[src/rvIsaPkg.sv]
package rvIsaPkg;

    localparam int xlen     = 32;  // integer register and address width
    localparam int regCount = 32;  // x0 to x31

    typedef logic [xlen-1:0] word_t;  // data or address word

    // major opcodes, instr bits 6:0
    typedef enum logic [6:0] {
        opR      = 7'b0110011,  // reg-reg alu
        opImm    = 7'b0010011,  // reg-imm alu
        opLoad   = 7'b0000011,  // lw only
        opStore  = 7'b0100011,  // sw only
        opBranch = 7'b1100011,  // beq .. bgeu
        opJal    = 7'b1101111,  // pc relative jump
        opJalr   = 7'b1100111,  // register indirect jump
        opLui    = 7'b0110111,  // upper imm to rd
        opAuipc  = 7'b0010111   // pc + upper imm
    } opcode_e;

    // branch compare kinds, instr bits 14:12
    typedef enum logic [2:0] {
        beq  = 3'b000,
        bne  = 3'b001,
        blt  = 3'b100,  // signed
        bge  = 3'b101,  // signed
        bltu = 3'b110,
        bgeu = 3'b111
    } branchF3_e;

endpackage

[src/rvCtrlPkg.sv]
package rvCtrlPkg;

    // alu op class, same codes as the control unit table
    typedef enum logic [2:0] {
        aluOpR      = 3'd0,
        aluOpI      = 3'd1,
        aluOpLoad   = 3'd2,
        aluOpStore  = 3'd3,
        aluOpBranch = 3'd4,
        aluOpJump   = 3'd5,  // jal and jalr share this
        aluOpLui    = 3'd6,
        aluOpAuipc  = 3'd7
    } aluOp_e;

    typedef enum logic [3:0] {
        ctlAdd, ctlSub, ctlAnd, ctlOr, ctlXor,
        ctlSll, ctlSrl, ctlSra, ctlSlt, ctlSltu,
        ctlPassB  // lui, b operand straight out
    } aluCtrl_e;

    typedef enum logic [1:0] {
        pcPlus4  = 2'd0,
        pcTarget = 2'd1,  // pc + imm
        pcAlu    = 2'd3   // jalr, rs1 + imm
    } pcSrc_e;

    typedef enum logic [1:0] {
        resAlu     = 2'd0,
        resMem     = 2'd1,
        resPcPlus4 = 2'd2,  // link value
        resPcImm   = 2'd3   // auipc
    } resultSrc_e;

    typedef enum logic [2:0] {
        immI = 3'd0,
        immS = 3'd1,
        immB = 3'd2,
        immU = 3'd3,
        immJ = 3'd4
    } immSrc_e;

endpackage

[src/ControlUnit.sv]
`timescale 1ns/10ps

module ControlUnit import rvIsaPkg::*, rvCtrlPkg::*; (
    input  opcode_e    opcode,     // instr 6:0
    input  logic       branch,     // compare result from alu
    output pcSrc_e     pcSrc,
    output resultSrc_e resultSrc,
    output logic       memWrite,
    output logic       aluSrc,     // 1 = imm on alu b
    output immSrc_e    immSrc,
    output logic       regWrite,
    output aluOp_e     aluOp       // to alu decoder
);

    always_comb begin
        // defaults leave unknown opcodes without any state change
        pcSrc     = pcPlus4;
        resultSrc = resAlu;
        memWrite  = 1'b0;
        aluSrc    = 1'b0;
        immSrc    = immI;
        regWrite  = 1'b0;
        aluOp     = aluOpR;
        case (opcode)
            opR: begin
                regWrite = 1'b1;  // rs1 op rs2
            end
            opImm: begin
                aluOp    = aluOpI;
                aluSrc   = 1'b1;
                regWrite = 1'b1;
            end
            opLoad: begin
                aluOp     = aluOpLoad;
                aluSrc    = 1'b1;    // rs1 + offset
                resultSrc = resMem;
                regWrite  = 1'b1;
            end
            opStore: begin
                aluOp    = aluOpStore;
                aluSrc   = 1'b1;
                immSrc   = immS;
                memWrite = 1'b1;     // no reg write
            end
            opBranch: begin
                aluOp  = aluOpBranch;  // rs1 vs rs2 with b from regs
                immSrc = immB;
                pcSrc  = branch ? pcTarget : pcPlus4;
            end
            opJal: begin
                aluOp     = aluOpJump;
                aluSrc    = 1'b1;
                immSrc    = immJ;
                resultSrc = resPcPlus4;  // link
                regWrite  = 1'b1;
                pcSrc     = pcTarget;
            end
            opJalr: begin
                aluOp     = aluOpJump;
                aluSrc    = 1'b1;
                immSrc    = immI;        // target is rs1 + i-imm
                resultSrc = resPcPlus4;
                regWrite  = 1'b1;
                pcSrc     = pcAlu;
            end
            opLui: begin
                aluOp    = aluOpLui;
                aluSrc   = 1'b1;
                immSrc   = immU;
                regWrite = 1'b1;
            end
            opAuipc: begin
                aluOp     = aluOpAuipc;
                aluSrc    = 1'b1;
                immSrc    = immU;
                resultSrc = resPcImm;  // taken from the target adder
                regWrite  = 1'b1;
            end
            default: ;
        endcase
    end

endmodule

[src/AluDecoder.sv]
`timescale 1ns/10ps

module AluDecoder import rvCtrlPkg::*; (
    input  aluOp_e     aluOp,
    input  logic [2:0] funct3,
    input  logic       funct7b5,  // instr bit 30
    output aluCtrl_e   aluCtrl
);

    logic isReg;  // r-type, sub only legal here

    assign isReg = (aluOp == aluOpR);

    always_comb begin
        case (aluOp)
            aluOpR, aluOpI: begin
                case (funct3)
                    3'b000:  aluCtrl = (isReg && funct7b5) ? ctlSub : ctlAdd;
                    3'b001:  aluCtrl = ctlSll;
                    3'b010:  aluCtrl = ctlSlt;
                    3'b011:  aluCtrl = ctlSltu;
                    3'b100:  aluCtrl = ctlXor;
                    3'b101:  aluCtrl = funct7b5 ? ctlSra : ctlSrl;  // srai has bit 30 too
                    3'b110:  aluCtrl = ctlOr;
                    default: aluCtrl = ctlAnd;  // 3'b111
                endcase
            end
            aluOpBranch: aluCtrl = ctlSub;    // compare
            aluOpLui:    aluCtrl = ctlPassB;
            default:     aluCtrl = ctlAdd;    // load, store, jumps, auipc
        endcase
    end

endmodule

[src/Alu.sv]
`timescale 1ns/10ps

module Alu import rvIsaPkg::*, rvCtrlPkg::*; (
    input  word_t     a,
    input  word_t     b,
    input  aluCtrl_e  aluCtrl,
    input  branchF3_e funct3,   // compare kind for branches
    output word_t     result,
    output logic      branch    // taken flag back to control unit
);

    logic [4:0] shamt;  // low bits of b only

    assign shamt = b[4:0];

    always_comb begin
        case (aluCtrl)
            ctlAdd:   result = a + b;
            ctlSub:   result = a - b;
            ctlAnd:   result = a & b;
            ctlOr:    result = a | b;
            ctlXor:   result = a ^ b;
            ctlSll:   result = a << shamt;
            ctlSrl:   result = a >> shamt;
            ctlSra:   result = word_t'($signed(a) >>> shamt);
            ctlSlt:   result = {{(xlen-1){1'b0}}, $signed(a) < $signed(b)};
            ctlSltu:  result = {{(xlen-1){1'b0}}, a < b};
            ctlPassB: result = b;  // lui
            default:  result = a + b;
        endcase
    end

    // separate comparator, result above stays free for the subtract
    always_comb begin
        case (funct3)
            beq:     branch = (a == b);
            bne:     branch = (a != b);
            blt:     branch = ($signed(a) < $signed(b));
            bge:     branch = ($signed(a) >= $signed(b));
            bltu:    branch = (a < b);
            bgeu:    branch = (a >= b);
            default: branch = 1'b0;  // non-branch funct3 values
        endcase
    end

endmodule

[src/ImmExtend.sv]
`timescale 1ns/10ps

module ImmExtend import rvIsaPkg::*, rvCtrlPkg::*; (
    input  word_t   instr,
    input  immSrc_e immSrc,
    output word_t   imm
);

    logic s;  // sign bit, always instr 31

    assign s = instr[31];

    always_comb begin
        case (immSrc)
            immS:    imm = {{20{s}}, instr[31:25], instr[11:7]};
            immB:    imm = {{19{s}}, s, instr[7], instr[30:25], instr[11:8], 1'b0};
            immU:    imm = {instr[31:12], 12'b0};
            immJ:    imm = {{11{s}}, s, instr[19:12], instr[20], instr[30:21], 1'b0};
            default: imm = {{20{s}}, instr[31:20]};  // immI, loads and jalr too
        endcase
    end

endmodule

[src/RegFile.sv]
`timescale 1ns/10ps

module RegFile import rvIsaPkg::*; (
    input  logic       clk,
    input  logic       rstN,
    input  logic [4:0] rs1,
    input  logic [4:0] rs2,
    input  logic [4:0] rd,
    input  logic       we,
    input  word_t      wd,
    output word_t      rd1,
    output word_t      rd2
);

    word_t regs [regCount];

    always_ff @(posedge clk or negedge rstN) begin
        if (!rstN) begin
            for (int i = 0; i < regCount; i++) begin
                regs[i] <= '0;
            end
        end else if (we && (rd != 5'd0)) begin  // x0 writes dropped
            regs[rd] <= wd;
        end
    end

    assign rd1 = regs[rs1];  // async read
    assign rd2 = regs[rs2];

    // x0 stays zero across all write traffic
    x0Rd1: assert property (@(posedge clk) disable iff (!rstN) (rs1 == 5'd0) |-> (rd1 == '0));
    x0Rd2: assert property (@(posedge clk) disable iff (!rstN) (rs2 == 5'd0) |-> (rd2 == '0));

endmodule

[src/RvCore.sv]
`timescale 1ns/10ps

module RvCore import rvIsaPkg::*, rvCtrlPkg::*; (
    input  logic  clk,
    input  logic  rstN,
    output word_t instrAddr,
    input  word_t instr,
    output logic  wbCyc,
    output logic  wbStb,
    output logic  wbWe,
    output word_t wbAdr,
    output word_t wbDatW,
    input  word_t wbDatR,
    input  logic  wbAck
);

    typedef enum logic {busIdle, busActive} busState_e;

    busState_e  busState;
    word_t      pc, pcPlus4Val, pcImm, pcNext;
    word_t      imm, rd1, rd2, srcB, aluResult, result;
    opcode_e    opcode;
    pcSrc_e     pcSrc;
    resultSrc_e resultSrc;
    immSrc_e    immSrc;
    aluOp_e     aluOp;
    aluCtrl_e   aluCtrl;
    logic       memWrite, aluSrc, regWrite, branchTaken;
    logic       isMem, advance;

    assign opcode = opcode_e'(instr[6:0]);

    ControlUnit uCtrl (.opcode(opcode), .branch(branchTaken), .pcSrc(pcSrc),
        .resultSrc(resultSrc), .memWrite(memWrite), .aluSrc(aluSrc), .immSrc(immSrc),
        .regWrite(regWrite), .aluOp(aluOp));

    AluDecoder uAluDec (.aluOp(aluOp), .funct3(instr[14:12]), .funct7b5(instr[30]),
        .aluCtrl(aluCtrl));

    ImmExtend uImm (.instr(instr), .immSrc(immSrc), .imm(imm));

    RegFile uRegs (.clk(clk), .rstN(rstN), .rs1(instr[19:15]), .rs2(instr[24:20]),
        .rd(instr[11:7]), .we(regWrite && advance), .wd(result), .rd1(rd1), .rd2(rd2));

    assign srcB = aluSrc ? imm : rd2;  // operand b mux

    Alu uAlu (.a(rd1), .b(srcB), .aluCtrl(aluCtrl), .funct3(branchF3_e'(instr[14:12])),
        .result(aluResult), .branch(branchTaken));

    assign pcPlus4Val = pc + 32'd4;
    assign pcImm      = pc + imm;  // branch, jal and auipc target

    always_comb begin
        case (pcSrc)
            pcTarget: pcNext = pcImm;
            pcAlu:    pcNext = {aluResult[xlen-1:1], 1'b0};  // jalr clears bit 0
            default:  pcNext = pcPlus4Val;
        endcase
        case (resultSrc)
            resMem:     result = wbDatR;  // only sampled in the ack cycle
            resPcPlus4: result = pcPlus4Val;
            resPcImm:   result = pcImm;
            default:    result = aluResult;
        endcase
    end

    // memory ops wait for ack while others retire every cycle
    assign isMem   = (opcode == opLoad) || (opcode == opStore);
    assign advance = !isMem || ((busState == busActive) && wbAck);

    always_ff @(posedge clk or negedge rstN) begin
        if (!rstN) begin
            pc       <= '0;
            busState <= busIdle;
        end else begin
            if (advance) pc <= pcNext;  // held while bus busy
            case (busState)
                busIdle:   if (isMem) busState <= busActive;  // one idle cycle gives the gap
                busActive: if (wbAck) busState <= busIdle;
                default:   busState <= busIdle;
            endcase
        end
    end

    assign instrAddr = pc;
    assign wbCyc     = (busState == busActive);
    assign wbStb     = (busState == busActive);
    assign wbWe      = wbStb && memWrite;
    assign wbAdr     = aluResult;  // stable while pc held
    assign wbDatW    = rd2;

    // request held steady until the slave answers
    stbHold: assert property (@(posedge clk) disable iff (!rstN)
        (wbStb && !wbAck) |=> (wbStb && $stable(wbAdr) && $stable(wbWe) && $stable(wbDatW)));

endmodule

[config.mk]
export PLATFORM = sky130hd
export DESIGN_NAME = RvCore
export DESIGN_NICKNAME = d
export VERILOG_FILES = /design/src/rvIsaPkg.sv /design/src/rvCtrlPkg.sv /design/src/ControlUnit.sv /design/src/AluDecoder.sv /design/src/Alu.sv /design/src/ImmExtend.sv /design/src/RegFile.sv /design/src/RvCore.sv
export SDC_FILE = /design/constraint.sdc
export NUM_CORES = 2
export LEC_CHECK = 0
export BUFFER_PORTS_ARGS = -buffer_cell sky130_fd_sc_hd__buf_2
export CAP_MARGIN = 30
export CORE_UTILIZATION = 30
export DETAILED_ROUTE_END_ITERATION = 8
export HOLD_SLACK_MARGIN = 0.05
export PLACE_DENSITY_LB_ADDON = 0.05
export SYNTH_ARGS = -nofsm -noshare
export SYNTH_HDL_FRONTEND = slang
export SYNTH_SLANG_ARGS = --single-unit
[constraint.sdc]
create_clock -name clk -period 9.65 [get_ports clk]
set_input_delay 1.93 -clock clk [delete_from_list [all_inputs] [get_ports clk]]
set_output_delay 1.93 -clock clk [all_outputs]
set_load 0.02 [all_outputs]
# Word-level counts from Yosys, hierarchy flattened
# Cells that the tools add are included.
# Widths: inputs -> output; s select.
# classes
n_mux	30
addsub	4
bitwise_logic	7
n_lt_le_gt_ge	8
shift	3
n_eq_ne	40
n_reduce_logical	17
# ops
cell	n
$bwmux 1024	1
$bmux 32 s5	2
$pmux 32 s10	1
$mux 32	6
$demux 32 s5	1
$pmux 31 s4	1
$pmux 32 s3	1
$add 32x32->32	2
$ge 32x32->1	2
$lt 32x32->1	2
$pmux 32 s2	1
$add 32x3->32 const B	1
$and 32x32->32	1
$eq 32x32->1	1
$ne 32x32->1	1
$or 32x32->32	1
$shl 32x5->32	1
$shr 32x5->32	1
$sshr 32x5->32	1
$sub 32x32->32	1
$xor 32x32->32	1
$pmux 4 s7	1
$eq 3x3->1 const B	7
$eq 7x6->1 const B	3
other kinds (29)	68
# word_totals
ff_bits	1057
input_bits	67
elab_cells	143

# Longest topological paths before layout
# logic_depth
word_depth	12
mapped_depth	30

# Cells and area by module
# From an unflattened synthesis, not the netlist that was laid out.
# unflattened
hier_cells	6793
area_unflattened_um2	71847.7
# by_module_without_submodules
module	n_inst	area_each_um2	cells_each
RegFile	1	55942.4	4601
Alu	1	9516.6	1363
RvCore	1	5476.5	687
ImmExtend	1	591.8	90
ControlUnit	1	227.7	36
AluDecoder	1	92.6	16

# Worst setup path before layout
# Ideal clock, no wire load.
# synth_path
path_kind	input-to-output
startpoint	in instr[20]
endpoint	out wbAdr[26]
required_ps	7720
slack_ps	-715
n_path_buf	11
path_stages	26
t_arrival_ps	8435
cell_sequence	buf_6 buf_12 buf_8 buf_12 buf_6 buf_4 buf_2 buf_4 buf_1 buf_1 mux4_2 mux4_2 mux2_2 o21ai_0 ha_1 clkbuf_1 and3_1 a221oi_1 o22ai_1 nor2_1 o311ai_0 a31oi_1 xor2_1 nand2_1 o211a_1 o2111ai_2
# synth_between
elab_chain_len	7
# synth_lines
item	line	source
from (decl)	RvCore.sv:7	input word_t instr,
$not 5->6 (not written as such) *	RegFile.sv:28	assign rd2 = regs[rs2];
$bmux 32 s5 *	RegFile.sv:28	
$mux 32 (not written as such) * (2 in series)	RegFile.sv:28	
net wbDatW[9]	RvCore.sv:12	output word_t wbDatW,
$mux 32 *	RvCore.sv:45	assign srcB = aluSrc ? imm : rd2;
$add 32x32->32 / $sub 32x32->32 (equally long branches)	Alu.sv:18, Alu.sv:29, Alu.sv:19	
$pmux 32 s10 *	Alu.sv:17	case (aluCtrl)
to (decl)	RvCore.sv:11	output word_t wbAdr,
# The timed path passes the listed nets; every way through them passes the cells marked *. The select of a mux whose other input is x is not followed.

# Final worst setup path
# layout_path
startpoint	in instr[16]
endpoint	out wbAdr[0]
# layout_between
elab_chain_len	6
# layout_lines
item	line	source
$not 5->6 (not written as such)	RegFile.sv:27	assign rd1 = regs[rs1];
$bmux 32 s5	RegFile.sv:27	
$mux 32 (not written as such) (2 in series)	RegFile.sv:27	
$add 32x32->32 (tied with other cells)	Alu.sv:18, Alu.sv:29	
$pmux 32 s10 *	Alu.sv:17	
# Every way passes the cells marked *; elsewhere a longest branch is shown, timed or not. The select of a mux whose other input is x is not followed.

==> impl_results.md <==
* Outcome: complete, no violations
* H-Tree Depth at 4
* Vias per Instance at 5.82
* Overall Global Routing Usage at 30.2%
* Fin. Hold Viols at 0
* Fin crit share at 98.4%
* FP Rows at 174
* Final setup viols at 0
* FILL cells at 23,000
* Port bufs at 165
* Startpoint Class: input port
* Arr. time, crit path at around 7.6 ns
* Post-route ant nets at 0
* Hold crit path type: flop to flop
* Net Count, Synth at about 7,400
* HPWL Detailed at 245,000 µm
* I/O Pins at 166
* Die width at 477 µm
* Slew margin rel. at 26.0%
* Nature of the critical path endpoint: output pin
* Die footprint at 228,000 µm²
* Share of cells above drive strength 1 at 20.5%
* WL/cell at 33.3 µm
* Compound-Gate Fraction of Synth Area at 19.4%
* Post-Route Skew at 0.0543 ns
* Via count at 61,000
* CTS Buf Count at 136
* Post-synth top area cell: dfrtp_1
* GR Util met2 at 48.7%
* Top FF cell, synth: dfrtp_1
* Buf/Inv on CP at 5
* Clock Tree Buf Depth at 3
* Share of the synthesized area in the top cell type at between 30% and 40%
* Post-Route WL at 349,000 µm
* Synthesis-stage register bit count at 1,057
* Post-synth EDFFs at 0
* Cell variety after synth at ~100
* Vias in the first global route at approximately 60,000
* Worst-path maximum fanout at 24
* Skew-Pair Late Insertion Delay at slightly above 0.8 ns
* Core Region at around 220,000 µm²
* Sequential fraction of the synthesis area at approximately two fifths
* Clock-pin slew on the worst setup and hold paths at 0.06 ns
* First-pass GRT wire length at 490,000 µm
* Finished Core Util at 35.5%
* F_max at 105 MHz
* Aggregate global routing overflow at 0
* Cts hold-fix bufs at 0
* Worst stage delay on the critical path at 0.54 ns
* Max-Cap Viols at 0
* Area contributors post-synth: dfrtp_1 (39%), mux4_2 (13%), o21ai_0 (5.7%), mux2i_1 (5.7%), nand2_1 (5.6%)
* Post-Synth Adder-Cell Area at 2.47%
* Cells after Synth at 7,151
* RD Place Congestion at 0.993
* GR Layer Usage met3 at 3.73%
* Pwr/cell area at 182 nW/µm²
* Simple-gate portion of the synthesized area at 13.6%
* Fin crit period at between 9 and 10 ns
* CTS tree: built
* Tightest Pin Transition at 1.11 ns
* Starting Density at 30.2%
* Crit path max-delay cell type: mux4_2
* RSZ-0062 raised after global routing: false
* GRT busiest layer: met2
* Crit-path cells: buf_8 -> buf_12 -> mux4_2 -> a22oi_1 -> nand4_1 -> ha_1 -> or4b_1 -> nor4_1 -> buf_4 -> or3b_1 -> o21bai_1 -> nand3_1 -> xnor2_1 -> o21ai_1 -> buf_4 -> nand4_1 -> o311a_1 -> o31ai_1 -> buf_2
* DR iter-0 viols at 6,079
* Multi-input gate area at 38,500 µm²
* Top Family by Delay on Critical Path: simple AND/OR/NAND/NOR gates
* Die Y at 477 µm
* Worst Hold Slack at approximately 0.4 ns
* Max-slew violations at 0
* DR DRC count at 0
* Largest family of logic cells by synthesized area: compound AO/OA/AOI/OAI gates
* Leak at 34.5 nW
* Register Area at 26,500 µm²
* Synth Warn # at 0
* FFs w/ async S/R, synth at 100%
* Clock root cell: clkbuf_16
* Largest net degree at the start of global routing at 155
* Final-stage net count at 7,570
* Clk sink count at 1,057
* Commonest non-fill, non-tap cell in the layout: dfrtp_1
* Met1 usage in global routing at 40.8%
* Synthesized cell area at 67,800 µm²
* Area grow syn2layout at 17.5%
* Setup CP Type: input port to output pin
* Mux contribution to synthesized area at 19.3%
* Post-Synth XOR/XNOR Area at 1.12%
* DRT Pass-1 Iters at 7
* CP required at 7.72 ns
* Most frequent cells in the layout: dfrtp_1 (1,057), nand2_1 (972), o21ai_0 (761), buf_4 (519), nor2_1 (509)
* Initial antenna violation count at 22
* Max IR drop VDD at 0.152 mV
* Avg Inst Size Synth at 9.49 µm²
[final cells by class]
class	instances	area share, %
Multi-Input combinational cell	5293	48.3
Sequential cell	1057	33.2
Timing Repair Buffer	745	7.56
Clock buffer	198	4.97
Tap cell	2992	4.70
Inverter	138	0.650
Clock inverter	44	0.630
Antenna cell	17	0.0534
[power breakdown]
part | total, W | internal, W | switching (W)
clock | 0.00518 | 0.00300 | 0.00218
sequential | 0.00510 | 0.00471 | 0.000393
combinational | 0.00424 | 0.00147 | 0.00276
[layer usage]
layer  vias to the layer above  wire (µm)
li1                      26800          -
met1                     31400     153000
met2                      2205     163000
met3                       549      18200
met4                         0      15700
met5                         -          0
[cell usage after synthesis (all sizes together), types with 9 or more instances]
cell        n
a211o       9
a211oi     53
a21o       52
a21oi     493
a221o      16
a221oi     50
a22o       20
a22oi     206
a31oi      63
a32oi       9
and2       29
and3       37
and3b       9
buf       222
clkbuf    440
dfrtp    1057
ha        129
inv       138
mux2       36
mux2i     383
mux4      391
nand2    1004
nand2b     30
nand3     154
nand4      30
nor2      527
nor2b      32
nor3      169
nor4       24
o2111ai     9
o211ai     34
o21a       19
o21ai     784
o21bai     20
o221ai     12
o22ai      36
o311ai     11
o31ai     151
o32ai      10
or2        18
or3        22
xnor2      54
xor2       33
[sequential cells by signal, summed over array words and instances (netlist names)]
name	cells
wbCyc	1
instrAddr	32
uRegs.regs	1024
[repair_timing]
item                                    CTS  global route
gates cloned                              0             1
buffers inserted                          0             1
resized for setup                         4            10
endpoints found under the setup margin    3            14
[path summary, 6_finish.rpt]
kind,depth (start not counted),slack (ns),endpoint,startpoint
setup / recovery,19,0.15,wbAdr[0],instr[16]
hold / removal,0,0.40,uRegs.regs[1009],uRegs.regs[1009]
setup reg to reg,18,2.66,instrAddr[5],uRegs.regs[253]
hold reg to reg,0,0.40,uRegs.regs[1009],uRegs.regs[1009]
max in group asynchronous,3,6.61,uRegs.regs[582],rstN
min in group asynchronous,1,1.12,uRegs.regs[53],rstN
[cells by family after synthesis]
family / Yosys count
xor+xnor: 87
fa+ha+maj: 132
mux: 810
buf+inv: 801
compound gates: 2139
simple gates: 2125
flops: 1057
[stage by stage]
step	instances	power, W	TNS (ns)	setup slack, ns	cell area [µm²]
floorplan	7151	0.00741	0	0.0401	67900
global placement	10200	0.00935	-0.246	-0.161	75100
detailed placement	10200	0.00934	-0.335	-0.170	75100
CTS	10500	0.0146	0	0.0912	79600
global route	10500	0.0151	0	0.000815	79700
finish	10500	0.0145	0	0.152	79700
No activity file was read; power rests on OpenSTA's default activity.
